**src/include/bank_store_defs.svh**
```systemverilog
`ifndef BANK_STORE_DEFS_SVH
`define BANK_STORE_DEFS_SVH

// ram geometry, one 8k x 8 block per bank
`define BS_ADDR_W 13
`define BS_DATA_W 8
`define BS_DEPTH 8192

// host bank select
`define BS_BANK_W 2
`define BS_NUM_BANKS 4

`endif

```
**src/bank_store_pkg.sv**
```systemverilog
`default_nettype none

`include "bank_store_defs.svh"

package bank_store_pkg;

    // host-side bank select, order fixed by the host protocol
    typedef enum logic [`BS_BANK_W-1:0] {
        BANK_SRC = 0,
        BANK_KEY = 1,
        BANK_CMD = 2,
        BANK_DST = 3
    } bank_e;

    // writer sequencer, each name is the condition just registered
    typedef enum logic [2:0] {
        W_IDLE, W_SETUP, W_CLK_HI, W_CLK_LO, W_CLEANUP, W_ADVANCE, W_WAIT_LOW
    } write_state_e;

    // reader sequencer, one extra capture step
    typedef enum logic [2:0] {
        R_IDLE, R_SETUP, R_CLK_HI, R_CLK_LO, R_CAPTURE, R_CLEANUP, R_ADVANCE, R_WAIT_LOW
    } read_state_e;

endpackage

`default_nettype wire

```
**src/bank_writer.sv**
```systemverilog
`timescale 1ns/1ps
`default_nettype none

`include "bank_store_defs.svh"

// turns one strobe level into one ram write
// ram_clk is toggled from sysclk, so one ram edge per strobe
module bank_writer (
    input  wire                   sysclk,
    input  wire                   external_reset,
    input  wire                   strobe,   // per-bank write level from top demux
    input  wire [`BS_DATA_W-1:0]  data_in,
    output logic [`BS_ADDR_W-1:0] ram_ad,
    output logic [`BS_DATA_W-1:0] ram_din,
    output logic                  ram_ce,
    output logic                  ram_wre,
    output logic                  ram_clk
);

    bank_store_pkg::write_state_e state;
    logic [`BS_ADDR_W-1:0]        wr_ptr;  // next address to write

    // sequencer and ram strobes
    always_ff @(posedge sysclk) begin
        if (external_reset) begin
            state   <= bank_store_pkg::W_IDLE;
            wr_ptr  <= '0;
            ram_ce  <= 1'b0;
            ram_wre <= 1'b0;
            ram_clk <= 1'b0;
        end else begin
            case (state)
                bank_store_pkg::W_IDLE: begin
                    if (strobe) begin  // cycle 1, enables up with addr/data
                        ram_ce  <= 1'b1;
                        ram_wre <= 1'b1;
                        state   <= bank_store_pkg::W_SETUP;
                    end
                end
                bank_store_pkg::W_SETUP: begin
                    ram_clk <= 1'b1;  // ram writes here
                    state   <= bank_store_pkg::W_CLK_HI;
                end
                bank_store_pkg::W_CLK_HI: begin
                    ram_clk <= 1'b0;
                    state   <= bank_store_pkg::W_CLK_LO;
                end
                bank_store_pkg::W_CLK_LO: begin
                    ram_ce  <= 1'b0;  // release enables
                    ram_wre <= 1'b0;
                    state   <= bank_store_pkg::W_CLEANUP;
                end
                bank_store_pkg::W_CLEANUP: begin
                    wr_ptr <= wr_ptr + 1'b1;  // wraps at depth
                    state  <= bank_store_pkg::W_ADVANCE;
                end
                bank_store_pkg::W_ADVANCE: begin
                    state <= bank_store_pkg::W_WAIT_LOW;
                end
                bank_store_pkg::W_WAIT_LOW: begin
                    // long strobe just parks here
                    if (!strobe) state <= bank_store_pkg::W_IDLE;
                end
                default: begin
                    state   <= bank_store_pkg::W_IDLE;
                    ram_ce  <= 1'b0;
                    ram_wre <= 1'b0;
                    ram_clk <= 1'b0;
                end
            endcase
        end
    end

    // address and data latched with the enables, held for the whole cycle
    always_ff @(posedge sysclk) begin
        if (state == bank_store_pkg::W_IDLE && strobe) begin
            ram_ad  <= wr_ptr;
            ram_din <= data_in;
        end
    end

endmodule

`default_nettype wire

```
**config.mk**
```make
export PLATFORM = sky130hd
export DESIGN_NAME = bank_writer
export DESIGN_NICKNAME = d
export VERILOG_FILES = /design/src/bank_store_pkg.sv /design/src/bank_writer.sv
export VERILOG_INCLUDE_DIRS = /design/src /design/src/include
export SDC_FILE = /design/constraint.sdc
export NUM_CORES = 1
export LEC_CHECK = 0
export BUFFER_PORTS_ARGS = -buffer_cell sky130_fd_sc_hd__clkbuf_2
export CORE_MARGIN = 1.5
export CORE_UTILIZATION = 52
export DETAILED_ROUTE_END_ITERATION = 8
export PLACE_DENSITY = 0.77
export SYNTH_ARGS = -nofsm -noshare
export SYNTH_HDL_FRONTEND = slang
export SYNTH_SLANG_ARGS = --single-unit
```
**constraint.sdc**
```tcl
create_clock -name sysclk -period 4.3 [get_ports sysclk]
set_input_delay 0.86 -clock sysclk [delete_from_list [all_inputs] [get_ports sysclk]]
set_output_delay 0.86 -clock sysclk [all_outputs]
set_load 0.05 [all_outputs]
```
# Word level (Yosys, flattened, before mapping)
# Index checks and enable logic that the tools add are counted.
[word_totals]
ff_bits = 39
in_bits = 11
word_cells = 28
[classes]
n_reduce_logical = 6
n_mux = 6
eq_ne = 8
bitwise = 1
n_addsub = 1
[ops]
columns = ["cell", "count"]
rows = [
  ["3-bit one-hot mux with 7 select lines", 1],
  ["13-bit by 1-bit adder with 13-bit output, second input constant", 1],
  ["5-bit OR reduction", 2],
  ["3-bit equality test, second input constant", 3],
  ["3-bit by 2-bit equality test with 1-bit output, second input constant", 2],
  ["3-bit two-way mux", 2],
  ["2-bit != test, second input constant", 2],
  ["1-bit one-hot mux with 2 select lines", 2],
  ["2-bit AND reduction", 2],
  ["3-bit by 1-bit equality test with 1-bit output, second input constant", 1],
  ["3-bit logical NOT", 1],
  ["1-bit logical AND", 1],
  ["1-bit two-way mux", 1],
  ["1-bit NOT", 1],
]

# Depth between registers and ports, before layout
[depth]
ltp_word = 4
depth_mapped = 5
mapped_depth_nobuf = 4

# Worst setup path before layout
# Ideal clock, no wire load.
[synth_timing]
path_kind = "input to register"
from = "input strobe"
to = "register ram_ad[0], enable pin"
t_arrival_ns = 3.150
setup_slack_ns = 0.686
t_required_ns = 3.836
cell_stages = 1
cell_sequence = "nor4b_1"
[synth_between]
elab_chain_len = 1
[synth_lines]
columns = ["item", "line_no", "source"]
rows = [
  ["start, declared", "bank_writer.sv:11", "input wire strobe,"],
  ["1-bit logical AND", "bank_writer.sv:76", "if (state == bank_store_pkg::W_IDLE && strobe) begin"],
  ["end signal, assigned", "bank_writer.sv:77", "ram_ad <= wr_ptr;"],
  ["end, declared", "bank_writer.sv:13", "output logic [`BS_ADDR_W-1:0] ram_ad,"],
]
# Every way passes these cells.
# A chain may end at the register's enable or synchronous reset.

# Final worst setup path
[layout_timing]
from = "register state[2]"
to = "register wr_ptr[11]"
[layout_between]
elab_chain_len = 1
[layout_lines]
columns = ["item", "line_no", "source"]
rows = [
  ["start, declared", "bank_writer.sv:20", "bank_store_pkg::write_state_e state;"],
  ["start signal, assigned", "bank_writer.sv:26", "state <= bank_store_pkg::W_IDLE;"],
  ["start signal, assigned", "bank_writer.sv:37", "state <= bank_store_pkg::W_SETUP;"],
  ["start signal, assigned", "bank_writer.sv:42", "state <= bank_store_pkg::W_CLK_HI;"],
  ["3-bit equality test", "bank_writer.sv:32", "case (state)"],
  ["end signal, assigned", "bank_writer.sv:54", "wr_ptr <= wr_ptr + 1'b1;"],
  ["end, declared", "bank_writer.sv:21", "logic [`BS_ADDR_W-1:0] wr_ptr;"],
]
# Every way passes these cells.

==> key figures <==
Floorplan
  – Core area: 0.00276 mm^2
  – Initial Util: 0.548
  – Die H: 56.9 um
  – Die X: between 50 and 60 um
  – Rows: 19
  – IO Pins: 35
  – Die area: roughly 0.0032 mm^2

Layout
  – Share of layout cells above drive strength 1: 0.312
  – Ant diodes: 0
  – Final core occ: 0.639
  – Fin nets: 168
  – Area Overhead vs Synth: 16.6%
  – Cell area after layout: 0.00176 mm^2

Global route
  – Largest net degree at the start of global routing: 24
  – Total gr overflow: 0
  – Global-route wire length before repair: between 4000 and 5000 um
  – Vias in the first global route: 909
  – Initial antenna violation count: 0
  – Global Route Usage Sum: 0.167

Clock network
  – CTS Hold Bufs: 0
  – CTS resizes: 0
  – Clock buffer count from CTS: 5
  – CTS Buffer Depth: 2
  – Clock latency on the worst-skew pair: ~0.34 ns
  – CTS clk-pin slew, worst paths: 0.11 ns
  – Clock Root Buffer: clkbuf_4
  – Post-CTS Setup Bufs: 0
  – CTS tree: yes
  – Clock sink total: 39
  – CTS H-Tree Depth: 2

STA
  – Worst-Margin Slew: approximately 0.44 ns
  – Slew HR: 0.706
  – RSZ-0062 raised after global routing: no
  – Period utilization: 0.433
  – Highest Clock Rate: 537 MHz
  – Final Hold Viols: 0
  – Min Tclk post-route: 1.86 ns
  – Max-slew violations: 0
  – Setup TNS Final: 0 ns
  – Layout Skew: about 0.0056 ns
  – Final setup vio count: 0

Synth
  – Distinct cell type count after synthesis: 31
  – Cell taking the most area after synthesis: edfxtp_1
  – Seq/Total Area, Yosys: 0.656
  – Yosys top cell area share: 0.417
  – Top cells by area, synth: edfxtp_1, dfxtp_1, mux2_2, a21oi_1, nor2_1
  – Cell area after synthesis: ~0.0015 mm^2
  – Post-synth top flop: edfxtp_1
  – Post-synth top cells: edfxtp_1, dfxtp_1, a21oi_1, nor2_1, nand2_1
  – Seq cells post-synth: 39
  – Top-count cell post-synth: edfxtp_1
  – Syn Inst Count: 122
  – FFs w/ async S/R, synth: 0
  – Synth Warn #: 0
  – EDFF count, synth: 21
  – Net Count, Synth: 134
  – Synthesized area per cell: about 12 um^2

Detailed routing
  – Final wirelength: about 2500 um
  – Antenna Nets Post-Route: 0
  – DR WL/cell: 13.1 um
  – DRT Pass-1 Iters: 4
  – Vias/cell: roughly 5.5
  – DR vias: 1028
  – Drt initial violations: 26
  – DRC: 0

Worst setup path
  – Critical Path Sink Type: flip-flop
  – Worst path required time: 4.54 ns
  – Critical path's largest stage delay: 0.52 ns
  – Setup Crit Path Kind: flip-flop to flip-flop
  – Critical-path maximum fanout: 9
  – Crit path DAT: 2.10 ns
  – R2R depth: 3
  – Cells along the critical path: or3b_1, nor4_1, mux2_2
  – CP startpoint kind: flip-flop
  – CP max-delay cell: or3b_1

Run status
  – Status: complete, no violations

Power and ir drop
  – Power Dens Cells: about 440 mW/mm^2
  – Leakage: 0.674 nW
  – VDD IR max: between 0.3 and 0.4 mV

Flow run
  – Max_cap viols: 0

Min path
  – Tightest Hold Check Type: flip-flop to flip-flop
  – Hold Crit Depth: 0

Placed design
  – Gpl congestion: 0.810
  – Area after DPL: around 0.0017 mm^2
  – Post-DP HPWL: 1700 um
  – PortBufs: 34
final timing paths:
check,startpoint,to,slack [ns]
worst max-delay path,state[2]$_SDFFE_PP0P_,wr_ptr[11]$_SDFFE_PP0N_,2.44
worst min-delay path,wr_ptr[12]$_SDFFE_PP0N_,ram_ad[12]$_DFFE_PP_,0.47
worst max register to register,state[2]$_SDFFE_PP0P_,wr_ptr[11]$_SDFFE_PP0N_,2.44
worst min register to register,wr_ptr[12]$_SDFFE_PP0N_,ram_ad[12]$_DFFE_PP_,0.47
area by class of cell:
class	count	area, um^2
timing repair buffer	35	178
multi-input combinational	69	450
clock buffer	5	37.5
tap	31	38.8
fill	220	996
inverter	6	22.5
sequential	39	991
clock inverter	3	43.8
cells by family after synthesis:
group,after synthesis,share of synthesized area
flip-flops,39,0.656
AND/OR/NAND/NOR,41,0.152
multiplexers,6,0.0439
XOR/XNOR,2,0.0116
adder cells (fa/ha/maj),1,0.00828
buffers and inverters,14,0.0505
AO/OA/AOI/OAI,19,0.0778
critical path, delay by kind of cell (launching register included):
| family | cells | cell delay [ns] |
|---|---|---|
| flip-flops | 1 | 0.51 |
| multiplexers | 1 | 0.38 |
| AND/OR/NAND/NOR | 2 | 0.88 |
metal layers:
layer,vias to the layer above,global-route usage,wire (um)
met2,34,0.274,1220
met1,469,0.187,1010
li1,519,-,-
met5,-,0,0
met3,6,0.0714,182
met4,0,0.0764,42
where the power goes:
part | internal [W] | switching [W]
combinational | 0.0000224 | 0.0000880
sequential | 0.000415 | 0.0000107
clock | 0.000122 | 0.000117
total | 0.000559 | 0.000216
registers in the layout (all words and copies together) (netlist names):
| signal | flops |
|---|---|
| wr_ptr | 13 |
| ram_wre | 1 |
| ram_ad | 13 |
| ram_din | 8 |
| ram_clk | 1 |
| state | 3 |
placed cells by master (no fill, tap or decap), drive strengths merged, types with 4 or more instances in the layout:
master  count
clkbuf     39
edfxtp     21
dfxtp      18
a21oi       9
nor2        9
nand2       7
inv         6
nor2b       5
nor4        5
mux2        5
nand4       4
o31ai       4
or4         4
per-stage QoR:
step           power (W)  hold WS, ns  instances  worst slack (ns)
3_3_place_gp    0.000542        0.436        180              2.49
6_report        0.000775        0.467        188              2.44
5_1_grt         0.000802        0.493        188              2.32
2_1_floorplan   0.000522        0.423        122             0.686
3_5_place_dp    0.000545        0.437        180              2.44
4_1_cts         0.000782        0.469        188              2.43
Power figures use the tool's default switching activity.
