===== src/include/bank_store_defs.svh =====
`ifndef BANK_STORE_DEFS_SVH
`define BANK_STORE_DEFS_SVH

// ram geometry, one 8k x 8 block per bank
`define BS_ADDR_W 13
`define BS_DATA_W 8
`define BS_DEPTH 8192

// host bank select
`define BS_BANK_W 2
`define BS_NUM_BANKS 4

`endif


===== src/bank_store_pkg.sv =====
`default_nettype none

`include "bank_store_defs.svh"

package bank_store_pkg;

    // host-side bank select, order fixed by the host protocol
    typedef enum logic [`BS_BANK_W-1:0] {
        BANK_SRC = 0,
        BANK_KEY = 1,
        BANK_CMD = 2,
        BANK_DST = 3
    } bank_e;

    // writer sequencer, each name is the condition just registered
    typedef enum logic [2:0] {
        W_IDLE, W_SETUP, W_CLK_HI, W_CLK_LO, W_CLEANUP, W_ADVANCE, W_WAIT_LOW
    } write_state_e;

    // reader sequencer, one extra capture step
    typedef enum logic [2:0] {
        R_IDLE, R_SETUP, R_CLK_HI, R_CLK_LO, R_CAPTURE, R_CLEANUP, R_ADVANCE, R_WAIT_LOW
    } read_state_e;

endpackage

`default_nettype wire


===== src/bank_reader.sv =====
`timescale 1ns/1ps
`default_nettype none

`include "bank_store_defs.svh"

// one ram read per strobe level, byte lands in read_data
module bank_reader (
    input  wire                   sysclk,
    input  wire                   external_reset,
    input  wire                   strobe,   // per-bank read level from top demux
    input  wire [`BS_DATA_W-1:0]  ram_dout,
    output logic [`BS_ADDR_W-1:0] ram_ad,
    output logic                  ram_ce,
    output logic                  ram_oce,
    output logic                  ram_clk,
    output logic [`BS_DATA_W-1:0] read_data  // held until next read of this bank
);

    bank_store_pkg::read_state_e state;
    logic [`BS_ADDR_W-1:0]       rd_ptr;  // next address to read

    always_ff @(posedge sysclk) begin
        if (external_reset) begin
            state     <= bank_store_pkg::R_IDLE;
            rd_ptr    <= '0;
            ram_ce    <= 1'b0;
            ram_oce   <= 1'b0;
            ram_clk   <= 1'b0;
            read_data <= '0;
        end else begin
            case (state)
                bank_store_pkg::R_IDLE: begin
                    if (strobe) begin  // cycle 1
                        ram_ce  <= 1'b1;
                        ram_oce <= 1'b1;
                        state   <= bank_store_pkg::R_SETUP;
                    end
                end
                bank_store_pkg::R_SETUP: begin
                    ram_clk <= 1'b1;  // ram registers dout on this rise
                    state   <= bank_store_pkg::R_CLK_HI;
                end
                bank_store_pkg::R_CLK_HI: begin
                    ram_clk <= 1'b0;
                    state   <= bank_store_pkg::R_CLK_LO;
                end
                bank_store_pkg::R_CLK_LO: begin
                    read_data <= ram_dout;  // settled two edges after rd_clk rise
                    state     <= bank_store_pkg::R_CAPTURE;
                end
                bank_store_pkg::R_CAPTURE: begin
                    ram_ce  <= 1'b0;
                    ram_oce <= 1'b0;
                    state   <= bank_store_pkg::R_CLEANUP;
                end
                bank_store_pkg::R_CLEANUP: begin
                    rd_ptr <= rd_ptr + 1'b1;  // same wrap as writer
                    state  <= bank_store_pkg::R_ADVANCE;
                end
                bank_store_pkg::R_ADVANCE: begin
                    state <= bank_store_pkg::R_WAIT_LOW;
                end
                bank_store_pkg::R_WAIT_LOW: begin
                    if (!strobe) state <= bank_store_pkg::R_IDLE;
                end
                default: begin
                    state   <= bank_store_pkg::R_IDLE;
                    ram_ce  <= 1'b0;
                    ram_oce <= 1'b0;
                    ram_clk <= 1'b0;
                end
            endcase
        end
    end

    // address presented with the enables
    always_ff @(posedge sysclk) begin
        if (state == bank_store_pkg::R_IDLE && strobe) begin
            ram_ad <= rd_ptr;
        end
    end

endmodule

`default_nettype wire


===== config.mk =====
export PLATFORM = sky130hd
export DESIGN_NAME = bank_reader
export DESIGN_NICKNAME = d
export VERILOG_FILES = /design/src/bank_store_pkg.sv /design/src/bank_reader.sv
export VERILOG_INCLUDE_DIRS = /design/src /design/src/include
export SDC_FILE = /design/constraint.sdc
export NUM_CORES = 1
export LEC_CHECK = 0
export BUFFER_PORTS_ARGS = -buffer_cell sky130_fd_sc_hd__buf_2
export CAP_MARGIN = 40
export CELL_PAD_IN_SITES_DETAIL_PLACEMENT = 1
export CELL_PAD_IN_SITES_GLOBAL_PLACEMENT = 1
export CORE_MARGIN = 8
export CORE_UTILIZATION = 41
export CTS_CLUSTER_DIAMETER = 50
export CTS_CLUSTER_SIZE = 20
export DETAILED_ROUTE_END_ITERATION = 8
export GPL_ROUTABILITY_DRIVEN = 0
export PLACE_DENSITY_LB_ADDON = 0.1
export SYNTH_ARGS = -nofsm -noshare
export SYNTH_HDL_FRONTEND = slang
export SYNTH_SLANG_ARGS = --single-unit

===== constraint.sdc =====
create_clock -name sysclk -period 3.85 [get_ports sysclk]
set_clock_uncertainty 0.1 [all_clocks]
set_input_delay 1.155 -clock sysclk [delete_from_list [all_inputs] [get_ports sysclk]]
set_output_delay 1.155 -clock sysclk [all_outputs]
set_load 0.1 [all_outputs]

* Word level (Yosys, flattened, before mapping) *
Index checks and enable logic that the tools add are counted.

storage, ports and cells
  logic and storage cells = 28
  bits in latches = 0
  memories = 0
  input bits = 11
  memory bits (read-only) = 0
  flip-flop bits (word level) = 39
  bits in writable memories = 0
  output and inout bits = 24

cells by class
  muxes and demuxes = 6
  $add $sub $neg = 1
  reductions and logical operators = 6
  bitwise operators = 0
  shift operators = 0
  order comparisons = 0
  $mul = 0
  equal/unequal tests = 9
  divide/modulo/power cells = 0

operator list
  kind                                            count
  one-hot mux 3 bit (8 select lines)              1
  adder 13 x 1 -> 13 bit (second input constant)  1
  == test 3 bit (second input constant)           4
  == test 3 x 2 -> 1 bit (second input constant)  2
  2-to-1 mux 3 bit                                2
  inequality test 2 bit (second input constant)   2
  one-hot mux 1 bit (2 select lines)              2
  AND reduction 2 bit                             2
  nonzero test 2 bit                              2
  == test 3 x 1 -> 1 bit (second input constant)  1
  logical NOT 3 bit                               1
  logical AND 1 bit                               1
  2-to-1 mux 1 bit                                1

* Depth between registers and ports, before layout *
Gate-level depths: netlist of run 1.

  word-level depth = 3
  gate-level depth with buffers = 5
  depth with buffers taken out = 4

* Worst setup path after synthesis of run 1 *
OpenSTA, ideal clock, no wires.

  kind = input to register
  start point = in strobe
  end point = reg ram_ad[0], enable pin
  required time = 3.328 ns
  buffers on the path = 0
  path slack = 0.750 ns
  setup time = 0.422 ns
  stages on the path = 1
  arrival = 2.578 ns
  cell sequence = nor4b_1

between the ends
  longest elaborated chain between the ends = 1

ends and longest elaborated chain
  element                 line               RTL
  start: declaration      bank_reader.sv:10  input wire strobe,
  logical AND 1 bit       bank_reader.sv:78  if (state == bank_store_pkg::R_IDLE && strobe) begin
  end signal: assignment  bank_reader.sv:79  ram_ad <= rd_ptr;
  end: declaration        bank_reader.sv:12  output logic [`BS_ADDR_W-1:0] ram_ad,

No other way between the ends.
A chain may end at the register's enable or synchronous reset.

==> flow_summary.yaml, run 1 <==
timing:
  worst_slew_margin_rel_pct: 63.9
  tcrit_tclk_final_pct: 60.3
  hold_viol_final: 0
  unrepaired_setup_endpoints_after_global_routing: "no"
  accumulated_negative_setup_slack_ps: 0
  setup-violations-final: 0
  clock.fmax_ghz: 0.430
  final_max_slew_viol_count: 0
  clock_period_minus_worst_slack_ps: 2320
  timing_worst_slew_pin_value_ps: 542
clock_network:
  clock_tree.root_cell: "clkbuf_8"
  post_cts.resized_instances: 0
  cts_buffers: 5
  h-tree-depth: 2
  tritoncts: "built"
  worst_skew_pair.late_latency_ps: 290
  cts_hold_repair.buffers: 0
  cts.reportedPaths.clkPinSlew_ps: 70
  clock_sinks: 39
  cts-root-to-sink-buffers: 2
  cts_setup_buffers: 0
cells_and_area:
  most_common_cell_after_layout_fill_and_taps_aside: "buf_2"
  fill_cells: 423
  final_cell_mix: "34 x buf_2, 26 x dfxtp_1, 20 x nor2_1, 13 x edfxtp_1"
  seq_area_um2: 911
  area_growth_syn_to_fin_pct: 16.5
  layout-drive-gt1-share_pct: 30.6
  antennaDiodeCount: 0
  instances_no_fill: 221
  multi_input_comb_area_um2: 601
  finalNetCount: 184
critical_path:
  slowest_stage: "buf_2"
  path_delay_family: "buffers and inverters"
  crit_required_ps: 2590
  critical_path_peak_fanout: 3
  cp-start-kind: "flop"
  cp_data_arrival_time_ps: 1070
  max_stage_delay_ps: 430
  criticalPathCategory: "flop to primary output"
  worstSetupEndpointType: "primary output"
  critical_path_buf_inv_count: 1
  cp_cell_sequence: "buf_2"
drt:
  wirelength_mm: 3.23
  first_iter_violations: 82
  drtAntennaViolNets: 0
  wl_per_cell_um: 14.6
  route.detailed.vias_per_inst: 5.19
  drc: 0
  route.vias.total: 1148
  detailedRoute.firstPassIterationCount: 4
die:
  initial_core_util_pct: 43.0
  height_of_the_die_um: 78.2
  die-area_mm2: 0.00612
  placementRows: 22
  dieWidth_um: 78.2
  coreArea_mm2: 0.00369
  ioPinCount: 35
power_and_ir_drop:
  p_leak_uw: 0.000835
  ir_drop_uv: 226
  netSwitchingFraction_pct: 33.0
  fin_total_pwr_uw: 889
  power-per-cell-area_mw_per_mm2: 481
  power.net_switching_uw: 293
  comb_power_share_pct: 19.1
  cell_internal_pwr_uw: 595
  seqPwrFrac_pct: 51.4
  power.share.clock_pct: 29.6
synth:
  synth_sequential_area_ratio_pct: 57.4
  synthAdderAreaFrac_pct: 0.789
  synth.mux.area_fraction_pct: 9.23
  post_synthesis_compound_gate_area_fraction_pct: 7.33
  mapped_nets: 150
  synthSimpleGateAreaFrac_pct: 19.0
  netlist_instances: 138
  synth-edff-count: 13
  synth-main-ff-cell: "dfxtp_1"
  postSynth.asyncResetShare_pct: 0
  synth_top_family_by_area: "simple AND/OR/NAND/NOR gates"
  ys_types: 33
  synth.cell_area_mm2: 0.00159
  synthXorXnorAreaFrac_pct: 1.10
  yosysWarnings: 0
  syn_area_per_cell_um2: 11.5
  synth-seq-cells: 39
global_route:
  overflow: 0
  grt_start_max_net_pins: 32
  first_global_vias: 1285
  antenna_found_initial: 0
  track_usage_pct: 11.6
  grt_first_pass_wirelength_mm: 5.88
outcome:
  outcome: "completed"
job:
  cap_violations: 0
place:
  placedCellCount: 213
  io_buffers: 34
  place_hpwl_mm: 2.30
hold_path:
  worst_hold_path_type: "flop to flop"
synth_stat cells, drive strengths merged (2+ instances only):
library cell | number | area (µm²)
edfxtp | 13 | 390
nor3 | 2 | 10.0
nand2 | 3 | 11.3
buf | 7 | 62.6
nand4 | 2 | 18.8
o31ai | 4 | 30.0
nor4 | 5 | 31.3
nand3 | 4 | 20.0
mux2 | 5 | 56.3
nor2b | 5 | 31.3
nand3b | 2 | 27.5
o21ai | 3 | 15.0
inv | 4 | 15.0
or4 | 4 | 30.0
mux2i | 9 | 90.1
dfxtp | 26 | 521
nor2 | 20 | 75.1
a21oi | 9 | 45.0
registers in the layout (all words and copies together), names as in the netlist:
signal,flops
rd_ptr,13
state,3
ram_ad,13
read_data,8
ram_oce,1
ram_clk,1
worst paths after layout:
| path | start | end | slack, ps | cells after the start |
|---|---|---|---|---|
| worst max register to register | state[2] | rd_ptr[11] | 2080 | 3 |
| worst min-delay path | rd_ptr[12] | ram_ad[12] | 370 | 0 |
| worst min register to register | rd_ptr[12] | ram_ad[12] | 370 | 0 |
| worst max-delay path | ram_oce | ram_ce | 1530 | 1 |
power by group through the flow:
stage | logic [µW] | clock network [µW] | registers [µW]
2_1_floorplan | 49.2 | 0 | 564
3_3_place_gp | 170 | 0 | 465
3_5_place_dp | 171 | 0 | 466
4_1_cts | 171 | 273 | 457
5_1_grt | 178 | 290 | 460
6_report | 169 | 263 | 457
cell type report:
| cell class | instances | area share, % |
|---|---|---|
| sequential | 39 | 49.3 |
| tap | 48 | 3.25 |
| timing repair buffer | 35 | 9.61 |
| clock buffer | 5 | 3.72 |
| inverter | 4 | 0.812 |
| multi-input combinational | 87 | 32.5 |
| clock inverter | 3 | 0.812 |
per-layer routing:
layer	vias to the layer above	global-route usage (%)	wire length [µm]
met5	-	0	0
met2	26	20.0	1640
met3	5	4.90	193
met4	0	3.89	38
met1	549	12.5	1360
li1	568	-	-
per-stage QoR:
step / cell area, µm² / hold slack (ps) / util, % / worst slack (ps)
floorplan: 1590 / 323 / - / 750
global placement: 1760 / 335 / 47.8 / 1670
detailed placement: 1760 / 346 / 47.8 / 1640
CTS: 1850 / 372 / 50.1 / 1510
global route: 1850 / 399 / 50.1 / 1480
finish: 1850 / 368 / 50.1 / 1530
cell families after synthesis:
logic type,count (synthesis)
adder cells (fa/ha/maj),1
AND/OR/NAND/NOR,51
XOR/XNOR,2
multiplexers,14
AO/OA/AOI/OAI,19
buffers and inverters,12
flip-flops,39
(Power assumes the default switching activity.)
==> run 2, diff against run 1 <==
Settings changed: ABC_AREA from default to 1, CORE_UTILIZATION 41 to 35.
Clock period 3.85 ns to 2.1 ns, I/O delays scaled along.
==> run 2 against run 1 <==
Effect of this change: final cell count grew 19%; hold slack lost 5.7 ps; flip-flop and latch count is the same; via count grew 12%; non-clock buffer count grew 2; largest power group unchanged.
==> flow_summary.yaml, run 2 <==
critical_path:
  max_stage_delay_ps: 420
  critical_path.startpoint: "ram_ad[1]"
  critical_path_peak_fanout: 1
  criticalPathCategory: "flop to primary output"
  worst_r2r_path_depth: 7
  crit_required_ps: 1370
  r2r_slack_ps: 620
  reg2reg_from: "rd_ptr[0]"
  worstSetupPathDepth: 1
  worstSetupEndpointType: "primary output"
  cp-start-kind: "flop"
  path_delay_family: "buffers and inverters"
  cp_cell_sequence: "buf_2"
  cp_data_arrival_time_ps: 1050
  crit_path_end: "ram_ad[1]"
  worst_r2r_endpoint: "rd_ptr[10]"
  slowest_stage: "buf_2"
  critical_path_buf_inv_count: 1
cells_and_area:
  most_common_cell_after_layout_fill_and_taps_aside: "buf_2"
  seq_area_um2: 912
  final_cell_mix: "34 x buf_2, 32 x nor2_1, 27 x nand2_1, 25 x dfxtp_1, 15 x inv_1"
  multi_input_comb_area_um2: 549
  fill_cells: 529
  area_growth_syn_to_fin_pct: 22.8
  largestRegisters: "ram_ad: 13 flops, rd_ptr: 13 flops, read_data: 8 flops"
  layout-drive-gt1-share_pct: 25.1
  finalNetCount: 222
  antennaDiodeCount: 0
synth:
  synth.largest_area_cell: "dfxtp_1"
  post-synth-top-area-fraction_pct: 33.8
  synth-edff-count: 13
  synth_sequential_area_ratio_pct: 59.2
  synth.cell_area_mm2: 0.00154
  synth-seq-cells: 39
  most_frequent_cells_after_synthesis: "32 x nor2_1, 27 x nand2_1, 26 x dfxtp_1, 15 x inv_1, 13 x edfxtp_1"
  yosys.cell_count.top_type: "nor2_1"
  ranking_of_synthesized_cells_by_area: "dfxtp_1 34%, edfxtp_1 25%, nor2_1 7.8%, nand2_1 6.6%, a21oi_1 3.9%"
  postSynth.asyncResetShare_pct: 0
  yosysWarnings: 0
  ys_types: 22
  netlist_instances: 169
  synth-main-ff-cell: "dfxtp_1"
  mapped_nets: 181
  syn_area_per_cell_um2: 9.11
timing:
  accumulated_negative_setup_slack_ps: 0
  tcrit_tclk_final_pct: 84.9
  unrepaired_setup_endpoints_after_global_routing: "no"
  final_max_slew_viol_count: 0
  clock.fmax_ghz: 0.561
  timing_worst_slew_pin_value_ps: 492
  clock_period_minus_worst_slack_ps: 1780
  setup-violations-final: 0
  worst_slew_margin_rel_pct: 67.4
  hold_viol_final: 0
clock_network:
  cts.reportedPaths.clkPinSlew_ps: 80
  cts_buffers: 5
  worst_skew_pair.late_latency_ps: 290
  clock_tree.root_cell: "clkbuf_8"
  cts_hold_repair.buffers: 0
  clock_sinks: 39
  post_cts.resized_instances: 0
  h-tree-depth: 2
  cts_setup_buffers: 0
  tritoncts: "built"
  cts-root-to-sink-buffers: 2
die:
  placementRows: 24
  die-area_mm2: 0.00677
  dieWidth_um: 82.3
  height_of_the_die_um: 82.3
  coreArea_mm2: 0.00429
  ioPinCount: 35
  initial_core_util_pct: 35.8
drt:
  routedLengthMet1_mm: 1.49
  drtAntennaViolNets: 0
  wl_per_cell_um: 13.2
  wirelength_mm: 3.47
  dr_wl_met3_um: 217
  routed-wl-met2_mm: 1.70
  route.vias.total: 1282
  first_iter_violations: 51
  drc: 0
  route.detailed.vias_per_inst: 4.87
  highest-signal-layer: "met4"
  detailedRoute.firstPassIterationCount: 4
global_route:
  grt_start_max_net_pins: 14
  track_usage_pct: 11.5
  antenna_found_initial: 0
  grt_first_pass_wirelength_mm: 6.07
  overflow: 0
  first_global_vias: 1359
power_and_ir_drop:
  ir_drop_uv: 315
  fin_total_pwr_uw: 1790
  p_leak_uw: 0.000816
  power-per-cell-area_mw_per_mm2: 946
place:
  io_buffers: 34
  place_hpwl_mm: 2.65
job:
  cap_violations: 0
outcome:
  outcome: "completed"
hold_path:
  min_delay_path_depth: 2
  worst_hold_path_type: "flop to flop"
-- run 2: cell count changes in the layout (fill, tap and decap cells not counted), sizes merged, moves of 3 or more --
cell	delta
nand2	+24
nor2	+15
inv	+13
o21ai	+10
mux2i	-9
nand3	+9
mux2	-5
nor2b	-5
nor4	-5
or4	-4
a21oi	+3
-- run 2: worst min path at each step --
| stage | startpoint | endpoint |
|---|---|---|
| finish | rd_ptr[11] | rd_ptr[11] |
| global route | rd_ptr[11] | ram_ad[11] |
| CTS | rd_ptr[11] | rd_ptr[11] |
| detailed placement | rd_ptr[11] | ram_ad[11] |
| global placement | rd_ptr[11] | ram_ad[11] |
| floorplan | rd_ptr[11] | ram_ad[11] |
-- run 2: final cells by class --
type | instances | area share, %
multi-input combinational | 110 | 29.1
clock inverter | 3 | 2.05
clock buffer | 5 | 3.64
sequential | 39 | 48.2
timing repair buffer | 37 | 10.2
inverter | 17 | 3.38
tap | 52 | 3.44
-- run 2: cells by family (layout without fill, tap and decap cells) --
| logic type | after synthesis | count (layout) | synth area share (%) |
|---|---|---|---|
| adders and majority gates | 1 | 1 | 0.813 |
| AOI/OAI and AO/OA | 29 | 29 | 9.92 |
| and+or+nand+nor | 79 | 79 | 24.4 |
| xor gates and xnor gates | 1 | 1 | 0.569 |
| DFF | 39 | 39 | 59.2 |
| buffers and inverters | 20 | 62 | 5.12 |
-- run 2: per-layer routing --
metal	up-vias	track usage, %
met5	-	0
met4	0	4.91
met3	5	4.00
met2	28	20.0
met1	609	12.5
li1	640	-
-- run 2: per-stage QoR --
stage                     hold slack [ps]  std cells  instance area [µm²]  setup slack [ps]  utilization, %
final                                 362        263                 1890               317            44.0
after global routing                  394        263                 1890               261            44.0
after CTS                             369        263                 1890               299            44.0
after detailed placement              356        255                 1780               539            41.5
after global placement                350        255                 1780               543            41.5
after floorplan                       330        169                 1540               338               -
-- run 2: where the power goes --
group / internal (µW) / switching (µW)
clock network: 348 / 262
registers: 816 / 17.3
logic: 47.7 / 297
